File: src/hdl/fb_pkg.sv
// constants for the 640x480 display and the 160x120 colour index buffer
// palette is fixed in logic, no memory file is loaded
`default_nettype none

package fb_pkg;

    localparam int CORDW = 16;  // signed screen and buffer coordinates

    // 640x480 raster, sync active low
    localparam int H_RES   = 640;
    localparam int H_FP    = 16;
    localparam int H_SYNC  = 96;
    localparam int H_BP    = 48;
    localparam int H_TOTAL = 800;
    localparam int V_RES   = 480;
    localparam int V_FP    = 10;
    localparam int V_SYNC  = 2;
    localparam int V_BP    = 33;
    localparam int V_TOTAL = 525;

    localparam int H_SYNC_BEG = H_RES + H_FP;
    localparam int H_SYNC_END = H_SYNC_BEG + H_SYNC;  // back porch follows
    localparam int V_SYNC_BEG = V_RES + V_FP;
    localparam int V_SYNC_END = V_SYNC_BEG + V_SYNC;

    // buffer geometry
    localparam int FB_WIDTH  = 160;
    localparam int FB_HEIGHT = 120;
    localparam int FB_SCALE  = 4;  // each word covers 4x4 screen pixels
    localparam int FB_DEPTH  = FB_WIDTH * FB_HEIGHT;
    localparam int FB_ADDRW  = 15;

    localparam int CIDXW = 4;
    localparam int CHANW = 4;

    // {red, green, blue}: red = i, green = 15 - i, blue = i ^ 4'hA
    localparam logic [3*CHANW-1:0] PALETTE [16] = '{
        12'h0FA, 12'h1EB, 12'h2D8, 12'h3C9,
        12'h4BE, 12'h5AF, 12'h69C, 12'h78D,
        12'h872, 12'h963, 12'hA50, 12'hB41,
        12'hC36, 12'hD27, 12'hE14, 12'hF05
    };

    localparam logic [CIDXW-1:0] BOX_CIDX = 4'd9;  // border colour

    typedef enum logic [2:0] {
        IDLE,
        TOP,
        RIGHT,
        LEFT,
        BOTTOM,
        DONE
    } box_state_e;

endpackage

`default_nettype wire

File: src/hdl/display_timing.sv
// 640x480 raster generator with every output registered and aligned
// frame and line pulse at sx 0; frame only on the first line
`default_nettype none

module display_timing import fb_pkg::*; (
    input  wire logic                    clk_pix,
    input  wire logic                    rst_n,
    output      logic signed [CORDW-1:0] sx,
    output      logic signed [CORDW-1:0] sy,
    output      logic                    hsync,
    output      logic                    vsync,
    output      logic                    de,
    output      logic                    frame,
    output      logic                    line
);

    logic signed [CORDW-1:0] h_cnt;  // raster position one cycle ahead
    logic signed [CORDW-1:0] v_cnt;

    always_ff @(posedge clk_pix or negedge rst_n) begin
        if (!rst_n) begin
            h_cnt <= '0;
            v_cnt <= '0;
        end else begin
            if (h_cnt == CORDW'(H_TOTAL - 1)) begin
                h_cnt <= '0;
                if (v_cnt == CORDW'(V_TOTAL - 1)) begin
                    v_cnt <= '0;
                end else begin
                    v_cnt <= v_cnt + 1'b1;
                end
            end else begin
                h_cnt <= h_cnt + 1'b1;
            end
        end
    end

    // registered decode keeps all outputs lined up
    always_ff @(posedge clk_pix or negedge rst_n) begin
        if (!rst_n) begin
            sx    <= '0;
            sy    <= '0;
            hsync <= 1'b1;  // inactive
            vsync <= 1'b1;
            de    <= 1'b0;
            frame <= 1'b0;
            line  <= 1'b0;
        end else begin
            sx    <= h_cnt;
            sy    <= v_cnt;
            hsync <= !(h_cnt >= CORDW'(H_SYNC_BEG) && h_cnt < CORDW'(H_SYNC_END));
            vsync <= !(v_cnt >= CORDW'(V_SYNC_BEG) && v_cnt < CORDW'(V_SYNC_END));
            de    <= (h_cnt < CORDW'(H_RES)) && (v_cnt < CORDW'(V_RES));
            frame <= (h_cnt == '0) && (v_cnt == '0);
            line  <= (h_cnt == '0);
        end
    end

    // the raster origin follows blanking and always opens a line
    a_frame_on_line: assert property (
        @(posedge clk_pix) disable iff (!rst_n)
        frame |-> line && (sy == '0) && !$past(de)
    );

endmodule

`default_nettype wire

File: config.mk
export PLATFORM = sky130hd
export DESIGN_NAME = display_timing
export DESIGN_NICKNAME = d
export VERILOG_FILES = /design/src/hdl/fb_pkg.sv /design/src/hdl/display_timing.sv
export SDC_FILE = /design/constraint.sdc
export NUM_CORES = 1
export LEC_CHECK = 0
export BUFFER_PORTS_ARGS = -buffer_cell sky130_fd_sc_hd__buf_2
export CAP_MARGIN = 40
export CORE_UTILIZATION = 40
export DETAILED_ROUTE_END_ITERATION = 7
export GPL_TIMING_DRIVEN = 0
export HOLD_SLACK_MARGIN = 0.06
export PLACE_DENSITY = 0.55
export SYNTH_ARGS = -nofsm -noshare
export SYNTH_HDL_FRONTEND = slang
export SYNTH_SLANG_ARGS = --single-unit
File: constraint.sdc
create_clock -name clk_pix -period 4.15 [get_ports clk_pix]
set_input_delay 0 -clock clk_pix [delete_from_list [all_inputs] [get_ports clk_pix]]
set_output_delay 0 -clock clk_pix [all_outputs]
set_load 0.01 [all_outputs]
* Word level (Yosys, flattened, before mapping) *
Index checks and enable logic that the tools add are counted.
W data, S select, Z words.

cells by class
  add/sub/neg operators = 2
  multiply operators = 0
  div/mod/pow operators = 0
  $lt $le $gt $ge = 6
  equality and inequality tests = 2
  shifts and indexed selects = 0
  multiplexer cells = 2
  bitwise gates (word level) = 0
  reductions and logical operators = 8

operators with widths
  kind                     number
  $add A16 B1 Y16 const B  2
  $eq A16 B11 Y1 const B   2
  $logic_not A16 Y1        2
  $lt A16 B10 Y1 const B   2
  $lt A16 B11 Y1 const B   2
  $mux W16                 2
  $ge A16 B10 Y1 const B   1
  $ge A16 B11 Y1 const B   1
  $logic_and A1 B1 Y1      4
  $logic_not A1 Y1         2

storage, ports and cells
  bits in registers = 69
  bits in latches = 0
  memory bits (writable) = 0
  bits in read-only memories = 0
  input port bits = 2
  logic and storage cells = 29
  memories kept = 0

* Depth between registers and ports, before layout *
Gate-level depths: netlist (run 1).

  word-level depth = 3
  depth in mapped cells = 8

* Worst setup path before layout (run 1) *
OpenSTA, ideal clock, no wires.

  path type = register to register
  from = register v_cnt[0]
  to = register v_cnt[5]
  setup time = 0.128 ns
  arrival = 1.894 ns
  required time = 4.022 ns
  slack = 2.127 ns
  cell stages (with the launch flop) = 9
  clock period less this slack = 2.023 ns
  cell sequence = dfrtp_1 -> inv_1 -> ha_1 -> or3b_2 -> nor4_4 -> buf_4 -> nor2_1 -> o21ai_0 -> o31ai_1

between the ends
  cells in the longest elaborated chain, start to end = 2

RTL lines
  what                                                      line                                        text
  from (decl)                                               display_timing.sv:18                        logic signed [CORDW-1:0] v_cnt;
  from (signal assigned)                                    display_timing.sv:30                        v_cnt <= v_cnt + 1'b1;
  $add A16 B1 Y16 / $eq A16 B11 Y1 (equally long branches)  display_timing.sv:30, display_timing.sv:27
  $mux W16 (*)                                              display_timing.sv:27                        if (v_cnt == CORDW'(V_TOTAL - 1)) begin

Mark *: on every way between the ends. The rest lies on a longest branch, timed or not.
A chain may end at the register's enable or synchronous reset.

* Worst setup path after layout (run 1) *
  from = register v_cnt[0]
  to = register v_cnt[9]

The elaborated chain is that of the path after synthesis.

==> results of run 1 <==
==> Yosys cell counts, types with 2 or more instances <==
| cell type | number |
|---|---|
| buf_2 | 3 |
| dfrtp_1 | 67 |
| nor2_1 | 16 |
| nor4_4 | 2 |
| ha_1 | 5 |
| and2b_1 | 2 |
| xnor2_1 | 10 |
| xor2_1 | 6 |
| o31ai_1 | 12 |
| o21ai_0 | 13 |
| nor3_1 | 5 |
| inv_1 | 11 |
| a31oi_1 | 4 |
| or4_1 | 2 |
| nor4_1 | 5 |
| nand3_1 | 13 |
| or4_4 | 2 |
| or3_1 | 2 |
| o21ai_1 | 2 |
| dfstp_2 | 2 |
| a21oi_1 | 4 |
| nand2_1 | 13 |
| and3_1 | 5 |
| nand4_1 | 6 |
==> layer usage <==
layer / routed length (um) / part of all wire / vias to the layer above
met3: 163 / 0.032 / 11
met5: 0 / 0 / -
li1: - / - / 928
met4: 117 / 0.023 / 0
met2: 2080 / 0.40 / 43
met1: 2800 / 0.54 / 880
==> logic make-up (layout without fill, tap and decap cells) <==
kind of cell / after synthesis / count (layout) / share of synthesized area
compound gates: 36 / 36 / 0.0792
xor+xnor: 16 / 16 / 0.0507
fa+ha+maj: 5 / 5 / 0.0226
buf+inv: 18 / 74 / 0.0348
flops: 69 / 69 / 0.625
simple gates: 86 / 86 / 0.187
==> critical path, cell delays in order, from the launching register on <==
cell,delay (ns)
dfrtp_1,0.44
inv_1,0.14
ha_1,0.15
or3b_2,0.48
nor4_4,0.39
buf_4,0.24
a21oi_1,0.05
o21ai_0,0.17
o31ai_1,0.10
==> flip-flops by register name, indices dropped and copies added (netlist names) <==
name	count
h_cnt	16
sx	16
sy	16
v_cnt	16
de	1
frame	1
hsync	1
line	1
vsync	1
==> cell type report <==
cell class                      instances  area [um^2]
Multi-Input combinational cell        143          940
Inverter                               11         41.3
Fill cell                             595         3210
Timing Repair Buffer                   40          223
Sequential cell                        69         1730
Buffer                                  7         55.1
Clock inverter                          7         80.1
Tap cell                               77         96.3
Clock buffer                            9          124
==> metrics by stage <==
step	util	power, mW	instances	setup slack (ns)	area, um^2
after floorplan	-	0.685	230	2.13	2770
after global placement	0.470	0.699	345	1.88	3050
after detailed placement	0.473	0.701	346	1.88	3070
after CTS	0.506	1.25	363	1.85	3290
after global routing	0.506	1.29	363	1.68	3290
final	0.506	1.24	363	1.86	3290
==> how the worst max path moves through the flow <==
stage	cells past startpoint	slack, ns	start	end
2_1_floorplan	8	2.13	v_cnt[0]	v_cnt[5]
3_3_place_gp	8	1.88	v_cnt[0]	v_cnt[9]
3_5_place_dp	8	1.88	v_cnt[0]	v_cnt[9]
4_1_cts	8	1.85	v_cnt[0]	v_cnt[9]
5_1_grt	8	1.68	v_cnt[0]	v_cnt[12]
6_report	8	1.86	v_cnt[0]	v_cnt[9]
==> where the power goes <==
part | leakage (nW) | switching, mW | internal (mW)
combinational | 0.541 | 0.0125 | 0.00317
sequential | 0.928 | 0 | 0.672
clock | 0.0968 | 0.264 | 0.284
total | 1.57 | 0.277 | 0.959
==> timing repair <==
action,in CTS,in global routing
resized for setup,0,0
hold endpoints to repair,67,0
hold buffers,1,0
endpoints found under the setup margin,0,0
==> results by group, run 1 <==
Synthesis
  • Number of flops mapped to enable cells by yosys: 0
  • Cells after synthesis: 230
  • Post-Syn Nets: 237
  • Mapped Area: 2770 um^2
  • Post-Syn Area per Cell: 12.0 um^2
  • Ys Warns: 0
  • Yosys reg bits: 69
  • Area contributors post-synth: dfrtp_1, o31ai_1, xnor2_1
  • Main flop type after synthesis: dfrtp_1
  • Register area share after synthesis: 0.625
  • Top-area cell type share of the netlist area: 0.606
  • Synth area leader: dfrtp_1
  • Asr flop ratio synth: 1.00
  • Unique masters post-synth: 42

Timing
  • Count of pins over their slew limit: 0
  • Rel. slew slack: 0.622
  • Worst hold slack: 0.115 ns
  • Fin. Hold Viols: 0
  • Final setup fails: 0
  • Unrepaired setup endpoints after global routing: no
  • Crit path time final: 2.29 ns
  • Highest clock rate: 436 MHz
  • Tightest Pin Transition: 0.562 ns
  • Setup TNS Final: 0 ns
  • Final period util: 0.553
  • Setup Skew: 0.00878 ns

Job
  • Max-Cap Viols: 0

Worst setup path
  • CP startpoint kind: flop
  • FF-to-FF setup slack: 1.86 ns
  • CP endpoint kind: flop
  • Reg-to-Reg End: v_cnt[9]
  • Worst Path Required: 4.37 ns
  • Setup CP Type: reg2reg
  • Cell count of the worst reg-to-reg path: 8
  • CP Max Fanout: 10
  • Worst r2r src: v_cnt[0]
  • Crit path DAT: 2.51 ns

Clock tree
  • Worst-Skew Late Latency: 0.34 ns
  • Root Buffer: clkbuf_8
  • Clock buffer count from CTS: 9
  • H-tree depth: 3
  • Max clock buf depth: 2
  • Clock transition at path regs: 0.07 ns
  • CTS tree: built
  • Post-CTS Setup Bufs: 0
  • Sink Count: 69

Floorplan
  • Rows: 29
  • DIE AREA: 7250 um^2
  • Total core area: 6490 um^2
  • Starting density of the core: 0.426
  • Die H: 85.1 um
  • Die width: 85.1 um
  • I/O pin total: 39

Power and ir drop
  • Cell leakage power: 1.57 nW
  • Peak VDD IR: 0.138 mV
  • Power density over the cells: 376 nW/um^2

Placed design
  • HPWL after detailed placement: 3.48 mm
  • I/O Buffers: 38
  • GPL Wtd Cong: 0.763

Final layout
  • Antenna diodes: 0
  • Layout Nets: 288
  • Leading cell type in the layout, fill and taps excluded: dfrtp_1
  • Layout cells sized above 1: 0.259
  • Layout area overhead: 18.9%
  • Commonest non-fill, non-tap cells in the layout: dfrtp_1, buf_2, nor2_1

GRT
  • First-pass GRT wire length: 8.68 mm
  • Met1 global-route usage: 0.238
  • Met2 Usage GRT: 0.215
  • M3 GR Usage: 0.0292
  • Maximum number of pins on one net before global-route repair: 44
  • GR peak layer: met1
  • Initial antenna violation count: 0
  • GRT Residual Overflow: 0
  • GR Util All Layers: 0.159
  • Vias in the first global route: 1,738

Routing
  • DR pass1 iterations: 4
  • Via density: 5.13
  • DR iter-0 viols: 74
  • Total number of vias: 1,862
  • # DRC: 0
  • Per-cell routed wire length: 14.2 um
  • WL final: 5.15 mm
  • Antenna violation net count after detailed routing: 0

Min path
  • HP Class: in2async

Status
  • Status: finished clean
Note: power is estimated with default switching activity, not from simulation.
==> run 2, diff against run 1 <==
ABC_AREA = 1   (was default)
clock period = 2.2 ns   (was 4.15 ns; I/O delays follow)
==> results by group, run 2 <==
Final layout
  • Sequential Area: 1730 um^2 (unchanged)
  • Commonest non-fill, non-tap cells in the layout: dfrtp_1, nand2_1, nor2_1, buf_2, inv_1 (was dfrtp_1, buf_2, nor2_1)
  • Leading cell type in the layout, fill and taps excluded: dfrtp_1 (unchanged)
  • Multi-input logic area: 1070 um^2 (was 940 um^2)
  • Layout area overhead: 18.1% (was 18.9%)
  • Layout cells sized above 1: 0.195 (was 0.259)
  • Final Cell Area: 3520 um^2 (was 3290 um^2)
  • Antenna diodes: 0 (unchanged)
  • Filler instances: 717 (was 595)
  • Layout Nets: 371 (was 288)

Timing
  • Crit path time final: 1.71 ns (was 2.29 ns)
  • Final setup fails: 0 (unchanged)
  • Fin. Hold Viols: 0 (unchanged)
  • Unrepaired setup endpoints after global routing: no (unchanged)
  • Tightest Pin Transition: 0.828 ns (was 0.562 ns)
  • Count of pins over their slew limit: 0 (unchanged)
  • Final WS setup: 0.491 ns (was 1.86 ns)
  • Highest clock rate: 585 MHz (was 436 MHz)
  • Rel. slew slack: 0.448 (was 0.622)
  • Setup TNS Final: 0 ns (unchanged)
  • Setup Skew: 0.0100 ns (was 0.00878 ns)
  • Final period util: 0.777 (was 0.553)

Placed design
  • HPWL after detailed placement: 4.16 mm (was 3.48 mm)
  • Worst slack at placement: 0.475 ns (was 1.88 ns)
  • I/O Buffers: 38 (unchanged)
  • Dpl cell area: 3300 um^2 (was 3070 um^2)
  • GPL Wtd Cong: 0.882 (was 0.763)

Synthesis
  • Asr flop ratio synth: 1.00 (unchanged)
  • Synth cell count leaders: dfrtp_1, nand2_1, nor2_1 (was dfrtp_1, nor2_1, nand2_1, nand3_1, o21ai_0)
  • Post-Syn Area per Cell: 9.50 um^2 (was 12.0 um^2)
  • Mapped Area: 2980 um^2 (was 2770 um^2)
  • Cells after synthesis: 314 (was 230)
  • Post-Syn Nets: 321 (was 237)
  • Unique masters post-synth: 29 (was 42)
  • Main flop type after synthesis: dfrtp_1 (unchanged)
  • Area contributors post-synth: dfrtp_1, nand2_1, nor2_1 (was dfrtp_1, o31ai_1, xnor2_1)
  • Number of flops mapped to enable cells by yosys: 0 (unchanged)
  • Synth area leader: dfrtp_1 (unchanged)
  • Top-area cell type share of the netlist area: 0.562 (was 0.606)
  • Register area share after synthesis: 0.579 (was 0.625)
  • Count leader, synth: dfrtp_1 (unchanged)
  • Ys Warns: 0 (unchanged)
  • Yosys reg bits: 69 (unchanged)

Clock tree
  • Root Buffer: clkbuf_8 (unchanged)
  • Sink Count: 69 (unchanged)
  • Clock transition at path regs: 0.08 ns (was 0.07 ns)
  • Worst-Skew Late Latency: 0.34 ns (about the same)
  • H-tree depth: 3 (unchanged)
  • Clock buffer count from CTS: 9 (unchanged)
  • Post-CTS Setup Bufs: 0 (unchanged)
  • Max clock buf depth: 2 (unchanged)
  • CTS tree: built (unchanged)

Floorplan
  • DIE AREA: 7810 um^2 (was 7250 um^2)
  • Starting density of the core: 0.414 (was 0.426)
  • I/O pin total: 39 (unchanged)
  • Die width: 88.4 um (was 85.1 um)
  • Rows: 31 (was 29)
  • Die H: 88.4 um (was 85.1 um)
  • Total core area: 7210 um^2 (was 6490 um^2)

GRT
  • GRT Residual Overflow: 0 (unchanged)
  • Vias in the first global route: 2,098 (was 1,738)
  • First-pass GRT wire length: 9.72 mm (was 8.68 mm)
  • GR Util All Layers: 0.168 (was 0.159)
  • Maximum number of pins on one net before global-route repair: 70 (was 44)
  • Initial antenna violation count: 0 (unchanged)

Routing
  • Per-cell routed wire length: 12.4 um (was 14.2 um)
  • DR pass1 iterations: 4 (unchanged)
  • Total number of vias: 2,238 (was 1,862)
  • Antenna violation net count after detailed routing: 0 (unchanged)
  • # DRC: 0 (unchanged)
  • WL final: 5.82 mm (was 5.15 mm)
  • DR iter-0 viols: 92 (was 74)
  • Via density: 4.78 (was 5.13)

Power and ir drop
  • Peak VDD IR: 0.292 mV (was 0.138 mV)
  • Tot Pwr: 2.40 mW (was 1.24 mW)
  • Cell leakage power: 1.84 nW (was 1.57 nW)
  • Power density over the cells: 681 nW/um^2 (was 376 nW/um^2)

Worst setup path
  • Setup CP Type: reg2reg (unchanged)
  • Crit path DAT: 1.93 ns (was 2.51 ns)
  • Reg-to-Reg End: v_cnt[7] (was v_cnt[9])
  • CP Max Fanout: 10 (unchanged)
  • CP startpoint kind: flop (unchanged)
  • Crit path from: h_cnt[0] (was v_cnt[0])
  • Capture point of the worst path: v_cnt[7] (was v_cnt[9])
  • CP endpoint kind: flop (unchanged)
  • Worst Path Required: 2.42 ns (was 4.37 ns)
  • Worst r2r src: h_cnt[0] (was v_cnt[0])
  • Cell count of the worst reg-to-reg path: 9 (was 8)
  • FF-to-FF setup slack: 0.49 ns (was 1.86 ns)

Status
  • Status: finished clean (unchanged)

Min path
  • HP Class: in2async (unchanged)

Job
  • Max-Cap Viols: 0 (unchanged)
[run 2: cell count changes in the layout (fill, tap and decap cells not counted), moves of 6 or more]
cell and change:
inv_1 +25, nand2_1 +45, nand3_1 +15, nand4_1 +6, nor2_1 +29, o21ai_0 -7, o31ai_1 -12, xnor2_1 -8
xor2_1 +9
[run 2: cells by family after synthesis]
| kind of cell | Yosys count | synth area share |
|---|---|---|
| buffers and inverters | 42 | 0.0616 |
| and+or+nand+nor | 161 | 0.248 |
| DFF | 69 | 0.579 |
| AOI/OAI and AO/OA | 20 | 0.0402 |
| adders and majority gates | 5 | 0.0210 |
| xor gates and xnor gates | 17 | 0.0499 |
[run 2: repair_timing]
action | 4_1_cts | 5_1_grt
hold buffers | 1 | 0
endpoints found under the hold margin | 67 | 0
endpoints found under the setup margin | 0 | 0
gates resized for setup | 0 | 0
[run 2: layout make-up]
cell class	instances	share of cell area
plain buffers	4	0.0110
multi-input cells	203	0.304
well taps	99	0.0351
inverters	38	0.0412
clock buffers	9	0.0351
repair buffers	39	0.0575
flip-flops and latches	69	0.491
clock inverters	7	0.0256
[run 2: stage by stage]
step	utilization	hold WS, ns	instances
final	0.489	0.314	468
after global routing	0.489	0.397	468
after CTS	0.489	0.349	468
after detailed placement	0.458	0.171	451
after global placement	0.457	0.362	451
after floorplan	-	-0.296	314
[run 2: worst min path at each step]
stage                         from        to  slack (ns)
after floorplan              rst_n        de       -0.30
after detailed placement     rst_n     sx[2]        0.17
after global routing      v_cnt[2]     sy[2]        0.40
final                        rst_n  h_cnt[5]        0.31
after global placement    v_cnt[2]     sy[2]        0.36
after CTS                    rst_n  h_cnt[4]        0.35
[run 2: where the power goes]
group | switching (mW) | internal [mW] | leakage, nW
Clock | 0.476 | 0.632 | 0.105
Combinational | 0.0228 | 0.00231 | 0.812
Sequential | 0 | 1.27 | 0.928
[run 2: worst max-delay path, stage by stage (launching register included)]
cell     delay (ns)
dfrtp_1        0.43
ha_1           0.30
nand2_2        0.10
nor2_4         0.15
nand3_4        0.11
nor2_8         0.20
inv_4          0.07
buf_6          0.14
nand2_1        0.05
o21ai_1        0.05
[run 2: metal layers]
metal / share of wire / routed length [um] / global-route usage / vias up
met5: 0 / 0 / 0 / -
met4: 0.025 / 147 / 0.0850 / 0
met3: 0.043 / 252 / 0.0457 / 16
met2: 0.50 / 2890 / 0.285 / 52
met1: 0.43 / 2530 / 0.197 / 1063
li1: - / - / - / 1107
