File: src/hdl/fb_pkg.sv
// constants for the 640x480 display and the 160x120 colour index buffer
// palette is fixed in logic, no memory file is loaded
`default_nettype none

package fb_pkg;

    localparam int CORDW = 16;  // signed screen and buffer coordinates

    // 640x480 raster, sync active low
    localparam int H_RES   = 640;
    localparam int H_FP    = 16;
    localparam int H_SYNC  = 96;
    localparam int H_BP    = 48;
    localparam int H_TOTAL = 800;
    localparam int V_RES   = 480;
    localparam int V_FP    = 10;
    localparam int V_SYNC  = 2;
    localparam int V_BP    = 33;
    localparam int V_TOTAL = 525;

    localparam int H_SYNC_BEG = H_RES + H_FP;
    localparam int H_SYNC_END = H_SYNC_BEG + H_SYNC;  // back porch follows
    localparam int V_SYNC_BEG = V_RES + V_FP;
    localparam int V_SYNC_END = V_SYNC_BEG + V_SYNC;

    // buffer geometry
    localparam int FB_WIDTH  = 160;
    localparam int FB_HEIGHT = 120;
    localparam int FB_SCALE  = 4;  // each word covers 4x4 screen pixels
    localparam int FB_DEPTH  = FB_WIDTH * FB_HEIGHT;
    localparam int FB_ADDRW  = 15;

    localparam int CIDXW = 4;
    localparam int CHANW = 4;

    // {red, green, blue}: red = i, green = 15 - i, blue = i ^ 4'hA
    localparam logic [3*CHANW-1:0] PALETTE [16] = '{
        12'h0FA, 12'h1EB, 12'h2D8, 12'h3C9,
        12'h4BE, 12'h5AF, 12'h69C, 12'h78D,
        12'h872, 12'h963, 12'hA50, 12'hB41,
        12'hC36, 12'hD27, 12'hE14, 12'hF05
    };

    localparam logic [CIDXW-1:0] BOX_CIDX = 4'd9;  // border colour

    typedef enum logic [2:0] {
        IDLE,
        TOP,
        RIGHT,
        LEFT,
        BOTTOM,
        DONE
    } box_state_e;

endpackage

`default_nettype wire

File: src/hdl/box_draw.sv
// draws the buffer border once, starting on the first frame after reset
// corners are written twice; busy falls after the last write and stays low
`default_nettype none

module box_draw import fb_pkg::*; (
    input  wire logic                    clk_pix,
    input  wire logic                    rst_n,
    input  wire logic                    frame,
    output      logic                    box_we,
    output      logic signed [CORDW-1:0] box_x,
    output      logic signed [CORDW-1:0] box_y,
    output      logic                    busy
);

    box_state_e state;

    always_ff @(posedge clk_pix or negedge rst_n) begin
        if (!rst_n) begin
            state  <= IDLE;
            box_we <= 1'b0;
            busy   <= 1'b1;
            box_x  <= '0;
            box_y  <= '0;
        end else begin
            case (state)
                IDLE: begin
                    if (frame) begin
                        box_x  <= '0;
                        box_y  <= '0;
                        box_we <= 1'b1;
                        state  <= TOP;
                    end
                end
                TOP: begin  // left to right along y 0
                    if (box_x < CORDW'(FB_WIDTH - 1)) begin
                        box_x <= box_x + 1'b1;
                    end else begin
                        state <= RIGHT;
                    end
                end
                RIGHT: begin
                    if (box_y < CORDW'(FB_HEIGHT - 1)) begin
                        box_y <= box_y + 1'b1;
                    end else begin
                        box_x <= '0;  // back to the origin
                        box_y <= '0;
                        state <= LEFT;
                    end
                end
                LEFT: begin
                    if (box_y < CORDW'(FB_HEIGHT - 1)) begin
                        box_y <= box_y + 1'b1;
                    end else begin
                        state <= BOTTOM;
                    end
                end
                BOTTOM: begin
                    if (box_x < CORDW'(FB_WIDTH - 1)) begin
                        box_x <= box_x + 1'b1;
                    end else begin
                        box_we <= 1'b0;
                        busy   <= 1'b0;  // last write goes out this cycle
                        state  <= DONE;
                    end
                end
                default: state <= DONE;  // stays here until reset
            endcase
        end
    end

    // the external port relies on busy staying low once drawing is over
    a_done_is_final: assert property (
        @(posedge clk_pix) disable iff (!rst_n)
        (state == DONE) |=> (state == DONE) && !busy && !box_we
    );

endmodule

`default_nettype wire

File: config.mk
export PLATFORM = sky130hd
export DESIGN_NAME = box_draw
export DESIGN_NICKNAME = d
export VERILOG_FILES = /design/src/hdl/fb_pkg.sv /design/src/hdl/box_draw.sv
export SDC_FILE = /design/constraint.sdc
export NUM_CORES = 1
export LEC_CHECK = 0
export ABC_AREA = 1
export BUFFER_PORTS_ARGS = -buffer_cell sky130_fd_sc_hd__buf_2
export CAP_MARGIN = 5
export CORE_AREA = 4 4 86 88
export CTS_CLUSTER_DIAMETER = 40
export DETAILED_ROUTE_END_ITERATION = 6
export DIE_AREA = 0 0 90 92
export SYNTH_ARGS = -nofsm -noshare
export SYNTH_HDL_FRONTEND = slang
export SYNTH_SLANG_ARGS = --single-unit
File: constraint.sdc
create_clock -name clk_pix -period 2.7 [get_ports clk_pix]
set_input_delay 0.135 -clock clk_pix [delete_from_list [all_inputs] [get_ports clk_pix]]
set_output_delay 0.135 -clock clk_pix [all_outputs]
set_load 0.02 [all_outputs]
**Word level (Yosys, flattened, before mapping)**

Cells that the tools add are included.

- Register bits: 37
- Latch bits: 0
- Bits in writable memories: 0
- Bits in read-only memories: 0
- Output and inout port bits: 34
- Memories kept: 0

- Add/subtract/negate cells: 2
- Multiply operators: 0
- Divide/modulo/power cells: 0
- Order comparisons: 2
- Equality and inequality tests: 11
- Shift-type cells: 0
- Mux-type cells: 16
- Bitwise gates (word level): 1
- Reduce and logical (&&, ||, !) cells: 10

Operator list:

| cell | number |
|---|---|
| $pmux W16 S3 | 2 |
| $mux W16 | 5 |
| $add A16 B1 Y16 const B | 2 |
| $lt A16 B8 Y1 const B | 1 |
| $lt A16 B9 Y1 const B | 1 |
| $mux W3 | 5 |
| $pmux W3 S5 | 1 |
| $ne A2 B2 Y1 const B | 6 |
| $eq A3 B2 Y1 const B | 2 |
| $reduce_and A3 Y1 | 2 |
| $reduce_bool A3 Y1 | 2 |
| $reduce_and A5 Y1 | 1 |
| $reduce_and A4 Y1 | 1 |
| $eq A3 B1 Y1 const B | 1 |
| $eq A3 B3 Y1 const B | 1 |
| $logic_not A3 Y1 | 1 |
| $mux W1 | 2 |
| $ne A2 B1 Y1 const B | 1 |
| $pmux W1 S2 | 1 |
| $reduce_and A2 Y1 | 1 |
| $reduce_bool A2 Y1 | 1 |
| $reduce_or A2 Y1 | 1 |
| $not A1 Y1 | 1 |

**Longest topological paths before layout**

Gate-level depths: netlist of run 1.

- Depth after elaboration: 4
- Depth in mapped cells: 12

**Least setup slack after synthesis of run 1**

Ideal clock, no wire load.

- Path type: register to register
- Start point: reg box_y[0]
- End point: reg box_x[0]
- Setup time: 0.120 ns
- Arrival time: 1.617 ns
- Data required time: 2.580 ns
- Setup slack: 0.963 ns
- Stages on the path, launching flop included: 12
- Clock period less this slack: 1.737 ns
- Cells stage by stage: dfrtp_1 -> ha_1 -> nand2_1 -> nand2_1 -> nand3_1 -> nand2_1 -> nand2_2 -> a21oi_2 -> nand2_2 -> buf_6 -> nor2_2 -> nor2_2

- Word-level cells in the longest chain between the ends: 3

Ends and longest elaborated chain:

| item | RTL line | source |
|---|---|---|
| start: declaration | box_draw.sv:11 | `output logic signed [CORDW-1:0] box_y,` |
| start signal: assignment | box_draw.sv:43 | `box_y <= box_y + 1'b1;` |
| start signal: assignment | box_draw.sv:52 | `box_y <= box_y + 1'b1;` |
| $lt A16 B8 Y1 | box_draw.sv:42 | `if (box_y < CORDW'(FB_HEIGHT - 1)) begin` |
| $ne A2 B2 Y1 (no line) | -- |  |
| $reduce_and A4 Y1 (no line) | -- |  |
| end signal: assignment | box_draw.sv:36 | `box_x <= box_x + 1'b1;` |
| end signal: assignment | box_draw.sv:59 | `box_x <= box_x + 1'b1;` |
| end: declaration | box_draw.sv:10 | `output logic signed [CORDW-1:0] box_x,` |

No other way between the ends.
A chain may end at the register's enable or synchronous reset.

**Worst setup path after layout of run 1**

- Start point: reg box_y[0]
- End point: reg box_x[11]

The elaborated chain is that of the path after synthesis.

==> results.rst, run 1 <==
.. list-table::
   :header-rows: 1

   * - Metric
     - Value
   * - FF-to-FF Start
     - box_y[0]
   * - Site Rows
     - 30
   * - Power density cells
     - between 300 and 400 nW/um^2
   * - Number of routed nets with antenna violations
     - 0
   * - Reg2Reg Depth
     - 10
   * - Placer congestion estimate
     - 0.884
   * - Buffer count from post-CTS setup fixing
     - 0
   * - Leak
     - around 1.6 nW
   * - Syn Area/Cell
     - between 6 and 7 sq um
   * - Final number of setup-violating endpoints
     - 0
   * - Input/output buffers
     - 36
   * - Starting density of the core
     - 39.1%
   * - Net Count, Synth
     - about 390
   * - Slew at the pin closest to its max-slew limit
     - 0.868 ns
   * - IR Drop Worst-Case VDD
     - 0.161 mV
   * - Post-detailed-route DRC marker count
     - 0
   * - Post-route clock period utilization
     - 79.2%
   * - Most used flip-flop cell after synthesis
     - dfrtp_1
   * - Gate Count Post-Synth
     - 383
   * - Reg-to-reg critical path endpoint
     - box_x[11]
   * - Number of cells in the design after placement
     - 493
   * - Maximum clock path buffer count
     - 2
   * - Number of optimization iterations in the first detailed-route pass
     - 4
   * - Count of yosys warnings during synthesis
     - 0
   * - CTS buffer count
     - 5
   * - Data arrival time of the critical path
     - 2.30 ns
   * - Worst setup skew after layout
     - between 0.01 and 0.015 ns
   * - Die Span Y
     - 92 um
   * - Number of non-filler instances in the completed layout
     - roughly 500
   * - Type of the worst min-delay path
     - input port to flop
   * - Share of cells above drive strength 1
     - 17.5%
   * - Minimum clock period after layout
     - 2.14 ns
   * - Synth top cells by count
     - nand2_1, inv_1, nor2_1
   * - Number of levels the H-tree was split into
     - 2
   * - Total power
     - approximately 1.1 mW
   * - Largest net degree at the start of global routing
     - 38
   * - Category of the worst setup path capture point
     - flop
   * - Portion of the post-synthesis area used by sequential elements
     - between 30% and 40%
   * - Unrepaired setup endpoints after global routing
     - false
   * - Max Transition Viols Final
     - 0
   * - Max Freq
     - 0.468 GHz
   * - Sort of element at the start of the critical path
     - flop
   * - Global-route wire length before repair
     - between 10000 and 15000 um
   * - Starting DRT DRC Count
     - between 100 and 150
   * - Number of flops mapped to enable cells by yosys
     - 0
   * - Number of sinks handled by clock tree synthesis
     - 37
   * - Highest net fanout along the worst path
     - 30
   * - Routed len/inst
     - 13.0 um
   * - Hold path depth
     - 3
   * - Mean number of vias per cell
     - 5.11
   * - Num ports
     - 37
   * - Share of the synthesized area in the top cell type
     - 34.7%
   * - Most common cell in the netlist
     - nand2_1
   * - CTS tree
     - built
   * - Adder-cell share of the synthesized area
     - less than 1%
   * - Die extent in x
     - 90 um
   * - Global-route congestion overflow total
     - 0
   * - Top cell type by total area after synthesis
     - dfrtp_1
   * - Combinational family with the most area after synthesis
     - simple AND/OR/NAND/NOR gates
   * - Mux cell area share after synthesis
     - 0%
   * - Number of flip-flops and latches in the synthesized netlist
     - 37
   * - Flop2flop setup slack
     - 0.56 ns
   * - Clock root cell
     - clkbuf_8
   * - Via count
     - 2565
   * - Number of distinct library cells after synthesis
     - 29
   * - XOR/XNOR Fraction of Synth Area
     - 2.36%
   * - Worst endpoint required time
     - approximately 2.9 ns
   * - Maxcap violations
     - 0
   * - Die Footprint
     - a little over 8000 sq um
   * - Reg clk slew, reported paths
     - 0.08 ns
   * - Start point of the worst min-delay path
     - frame
   * - Via count of the first global-routing pass
     - around 2500
   * - Run status
     - finished, final reports clean
   * - Proportion of synthesized flip-flops having asynchronous set or reset
     - 100%
   * - Simple-gate portion of the synthesized area
     - between 30% and 40%
   * - Setup tns final
     - 0 ns
   * - Count of inserted antenna diode cells
     - 0
   * - Hold violation count in the final report
     - 0
   * - Source-to-sink clock delay at the later pin of the worst-skew pair
     - 0.29 ns
   * - Antenna violations before repair
     - 0
   * - Aggregate routed wire length
     - 6510 um
   * - Post-DP HPWL
     - 4790 um
   * - Layout-stage area growth over the synthesis result
     - 13.5%
   * - All-Layer GR Usage
     - 16.7%
   * - Net total in the final layout
     - between 400 and 500
   * - Slew HR
     - 42.1%
   * - Cells taking the most area after synthesis
     - dfrtp_1, nand2_1, inv_1, nor2_1, nand3_1
   * - Compound-cell area share of the yosys netlist
     - 11.5%
   * - Mapped Area
     - 2600 sq um
   * - Core footprint
     - between 6000 and 7000 sq um
   * - Setup CP Type
     - flop to flop
   * - Final hold slack
     - a little under 0.1 ns
   * - Hold EP
     - box_we
-- critical path: stages (launching register included) --
cell     delay (ns)
dfrtp_1        0.46
ha_1           0.23
nand2_1        0.11
nand2_1        0.08
nand3_1        0.06
nand2_1        0.10
nand2_2        0.17
a21oi_2        0.18
nand2_2        0.35
nand2_1        0.19
o21ai_2        0.07
-- power breakdown --
group / switching [mW] / total [mW] / internal (mW)
registers: 0 / 0.554 / 0.554
clock network: 0.208 / 0.510 / 0.302
logic: 0.0120 / 0.0141 / 0.00206
total: 0.220 / 1.08 / 0.857
-- through the flow --
stage	instance area, sq um	utilization, %	worst slack (ns)
final	2950	44.4	0.562
after global routing	2950	44.4	0.286
after CTS	2950	44.4	0.555
after detailed placement	2820	42.5	0.577
after global placement	2820	42.5	0.644
after floorplan	2600	-	0.963
-- what timing repair did --
item	in CTS	in global routing
resized for setup	0	0
endpoints found under the hold margin	36	0
hold buffers	1	0
-- routing by layer --
| layer | up-vias | wire length (um) | GRT usage (%) |
|---|---|---|---|
| met5 | - | 0 | 0 |
| met4 | 0 | 159 | 6.51 |
| met3 | 17 | 345 | 4.18 |
| met2 | 68 | 3120 | 28.1 |
| met1 | 1170 | 2890 | 20.5 |
| li1 | 1310 | - | - |
-- placed cells by master (no fill, tap or decap) --
| cell | synthesis | routed |
|---|---|---|
| a21oi_2 | 1 | 1 |
| o21ai_2 | 8 | 8 |
| ha_1 | 2 | 2 |
| or2_2 | 4 | 4 |
| nand2_1 | 121 | 121 |
| dfrtp_1 | 36 | 36 |
| nor2_1 | 44 | 44 |
| o21bai_1 | 5 | 5 |
| clkbuf_8 | 0 | 6 |
| nand3_2 | 2 | 2 |
| nor2_4 | 1 | 1 |
| a21oi_1 | 7 | 7 |
| nand4_1 | 16 | 16 |
| nand3_1 | 32 | 32 |
| bufinv_16 | 0 | 1 |
| nor3_1 | 3 | 3 |
| xor2_1 | 7 | 7 |
| dlygate4sd3_1 | 0 | 1 |
| o211ai_1 | 1 | 1 |
| dfstp_2 | 1 | 1 |
| buf_4 | 1 | 3 |
| clkbuf_1 | 1 | 1 |
| nand3b_1 | 1 | 1 |
| inv_1 | 49 | 49 |
| nand2_2 | 6 | 6 |
| o21ai_0 | 8 | 8 |
| inv_2 | 2 | 2 |
| buf_2 | 2 | 36 |
| nor2_2 | 3 | 3 |
| o21ai_1 | 6 | 6 |
| o2111ai_1 | 8 | 8 |
-- how the worst max path moves through the flow --
stage              from         to  slack, ns  depth (start not counted)
6_report       box_y[0]  box_x[11]       0.56                         10
5_1_grt        box_y[0]  box_x[10]       0.29                         10
4_1_cts        box_y[0]  box_x[11]       0.56                         10
3_5_place_dp   box_y[0]  box_x[11]       0.58                         10
3_3_place_gp   box_y[0]   box_x[9]       0.64                         10
2_1_floorplan  box_y[0]   box_x[0]       0.96                         11
-- sequential cells by signal, indices dropped and copies added, names as in the netlist --
name and flops:
box_y 16, state 3, box_we 1, busy 1
box_x 16
-- cell families (layout without fill, tap and decap cells) --
group	after synthesis	count (layout)
fa+ha+maj	2	2
buf+inv	60	99
xor+xnor	7	7
compound gates	44	44
flops	37	37
simple gates	233	233
-- final cells by class --
class | instances | area, sq um
fill | 724 | 3700
sequential | 37 | 927
clock inverter | 1 | 30.0
multi-input combinational | 286 | 1400
inverter | 51 | 191
timing repair buffer | 40 | 213
tap | 80 | 100
clock buffer | 7 | 86.3
(Power assumes the default switching activity.)
==> run 2: changes to the inputs <==
- clock period: 2.7 -> 2.05 ns (I/O delays scaled with it)
==> run 2 against run 1 <==
  * Total power up 42%
  * Global-route usage grew 0.12 points
  * Clock power increased by 53%
  * Via count decreased by 0.78%
  * Hold slack worse by 0.013 ns
  * First-iteration DRC count is 33% higher
  * Die area stayed put
  * Register-to-register slack got worse by 0.30 ns
  * Cell area increased by 2.2%
  * Non-clock buffer count is 5 higher
  * Largest power group is now clock
==> results.rst, run 2 (synthesis gave the netlist of run 1 again) <==
.. list-table::
   :header-rows: 1

   * - Metric
     - Value
   * - Source-to-sink clock delay at the later pin of the worst-skew pair
     - 0.29 ns (about the same)
   * - Post-detailed-route DRC marker count
     - 0 (unchanged)
   * - Final hold slack
     - 0.0868 ns (-0.0126 ns)
   * - Die Span Y
     - 92 um (unchanged)
   * - Count of inserted antenna diode cells
     - 0 (unchanged)
   * - Slew HR
     - 43.7% (+1.6 points)
   * - Number of routed nets with antenna violations
     - 0 (unchanged)
   * - Max Transition Viols Final
     - 0 (unchanged)
   * - Slew at the pin closest to its max-slew limit
     - 0.844 ns (-0.0240 ns)
   * - Buffer count from post-CTS setup fixing
     - 0 (unchanged)
   * - Dpl ws
     - 0.206 ns (-0.372 ns)
   * - Starting density of the core
     - 39.1% (unchanged)
   * - Starting DRT DRC Count
     - 137 (+33%)
   * - Category of the worst setup path capture point
     - flop
   * - Hold violation count in the final report
     - 0 (unchanged)
   * - Minimum clock period after layout
     - 1.79 ns (-0.351 ns)
   * - Die Footprint
     - 8280 sq um (unchanged)
   * - Layout-stage area growth over the synthesis result
     - 16.1%
   * - Hold path depth
     - 3 (unchanged)
   * - CTS tree
     - built
   * - Most frequent standard cell in the layout excluding fill and tap cells
     - nand2_1
   * - Number of levels the H-tree was split into
     - 2 (unchanged)
   * - Antenna violations before repair
     - 0 (unchanged)
   * - Setup CP Type
     - flop to flop
   * - Maxcap violations
     - 0 (unchanged)
   * - Top library cells by usage in the layout, fill and taps aside
     - nand2_1, inv_1, nor2_1
   * - Global-route congestion overflow total
     - 0 (unchanged)
   * - Data arrival time of the critical path
     - 1.97 ns (-0.33 ns)
   * - Worst setup skew after layout
     - 0.00954 ns (-0.000662 ns)
   * - Input/output buffers
     - 36 (unchanged)
   * - Site Rows
     - 30 (unchanged)
   * - Unrepaired setup endpoints after global routing
     - false
   * - Max Freq
     - 0.560 GHz (+20%)
   * - Number of non-filler instances in the completed layout
     - 507 (+1.0%)
   * - Type of the worst min-delay path
     - input port to flop
   * - CTS buffer count
     - 5 (unchanged)
   * - Maximum clock path buffer count
     - 2 (unchanged)
   * - Sort of element at the start of the critical path
     - flop
   * - Worst endpoint required time
     - 2.23 ns (-0.64 ns)
   * - Largest net degree at the start of global routing
     - 38 (unchanged)
   * - Highest net fanout along the worst path
     - 16 (-47%)
   * - Final WS setup
     - 0.263 ns (-0.299 ns)
   * - Power density cells
     - 506 nW/um^2 (+39%)
   * - Die extent in x
     - 90 um (unchanged)
   * - Placer congestion estimate
     - 0.867 (-1.9%)
   * - Mean number of vias per cell
     - 5.02 (-1.8%)
   * - Global-route wire length before repair
     - 11600 um (+2.1%)
   * - Reg2Reg Depth
     - 11 (+1)
   * - Core footprint
     - 6640 sq um (unchanged)
   * - Post-route clock period utilization
     - 87.2% (+8.0 points)
   * - Via count
     - 2545 (-0.78%)
   * - Number of optimization iterations in the first detailed-route pass
     - 4 (unchanged)
   * - Final number of setup-violating endpoints
     - 0 (unchanged)
   * - Num ports
     - 37 (unchanged)
   * - Run status
     - finished, final reports clean
   * - Share of cells above drive strength 1
     - 19.0% (+1.4 points)
   * - Number of sinks handled by clock tree synthesis
     - 37 (unchanged)
   * - Number of cells in the design after placement
     - 498 (+1.0%)
   * - All-Layer GR Usage
     - 16.8% (+0.12 points)
   * - Clock root cell
     - clkbuf_8
   * - Net total in the final layout
     - 431 (+1.2%)
   * - Reg clk slew, reported paths
     - 0.08 ns (about the same)
   * - Top Registers
     - box_x x16, box_y x16, state x3
   * - Leak
     - 1.63 nW (+2.3%)
   * - IR Drop Worst-Case VDD
     - 0.260 mV (+62%)
   * - Aggregate routed wire length
     - 6550 um (+0.57%)
   * - Routed len/inst
     - 12.9 um (-0.42%)
   * - Post-DP HPWL
     - 4820 um (+0.68%)
   * - Setup tns final
     - 0 ns (unchanged)
   * - Via count of the first global-routing pass
     - 2526 (+2.9%)
-- run 2: changes by cell type in the layout (fill, tap and decap cells not counted), sizes merged --
cell    delta
bufinv     +1
inv        +1
clkbuf     -2
buf        +5
-- run 2: power by group --
| group | internal, mW | switching [mW] | total [mW] |
|---|---|---|---|
| Clock | 0.490 | 0.289 | 0.779 |
| Sequential | 0.729 | 0 | 0.729 |
| Combinational | 0.00273 | 0.0156 | 0.0183 |
| Total | 1.22 | 0.304 | 1.53 |
-- run 2: per-layer routing --
| layer | vias up | part of all wire (%) | track usage [%] |
|---|---|---|---|
| li1 | 1322 | - | - |
| met5 | - | 0 | 0 |
| met3 | 6 | 5.7 | 2.95 |
| met1 | 1153 | 43 | 21.1 |
| met4 | 0 | 0.93 | 4.59 |
| met2 | 64 | 50 | 29.6 |
-- run 2: final timing paths --
check | startpoint | to | slack (ns)
max in group asynchronous | rst_n | box_y[14] | 1.06
worst max register to register | box_y[1] | box_x[9] | 0.26
worst min register to register | busy | busy | 0.46
worst max-delay path | box_y[1] | box_x[9] | 0.26
min in group asynchronous | rst_n | box_x[10] | 0.45
worst min-delay path | frame | box_we | 0.09
-- run 2: worst max-delay path, cell delays in order, from the launching register on --
cell and delay, ns:
dfrtp_1 0.42, ha_1 0.23, nand2_1 0.11, nand2_1 0.08, nand3_1 0.09, nand2_1 0.12, nand2_2 0.09, a21oi_2 0.16
nand2_2 0.06, buf_4 0.20, nand2_1 0.08, o21ai_2 0.05
-- run 2: layout make-up --
cell class,count,area [sq um]
fill,679,3630
multi-input combinational,286,1410
sequential,37,927
timing repair buffer,45,250
inverter,51,191
tap,80,100
clock buffer,5,68.8
clock inverter,3,68.8
-- run 2: repair_timing --
| action | in CTS | in global routing |
|---|---|---|
| hold buffers | 1 | 0 |
| gates resized for setup | 0 | 2 |
| endpoints found under the setup margin | 0 | 5 |
| endpoints found under the hold margin | 36 | 0 |
-- run 2: metrics by stage --
| step | power, mW | util [%] | area [sq um] |
|---|---|---|---|
| after floorplan | 0.744 | - | 2600 |
| after global placement | 0.762 | 43.0 | 2860 |
| after detailed placement | 0.762 | 43.0 | 2860 |
| after CTS | 1.55 | 45.3 | 3010 |
| after global routing | 1.60 | 45.4 | 3010 |
| final | 1.53 | 45.4 | 3010 |
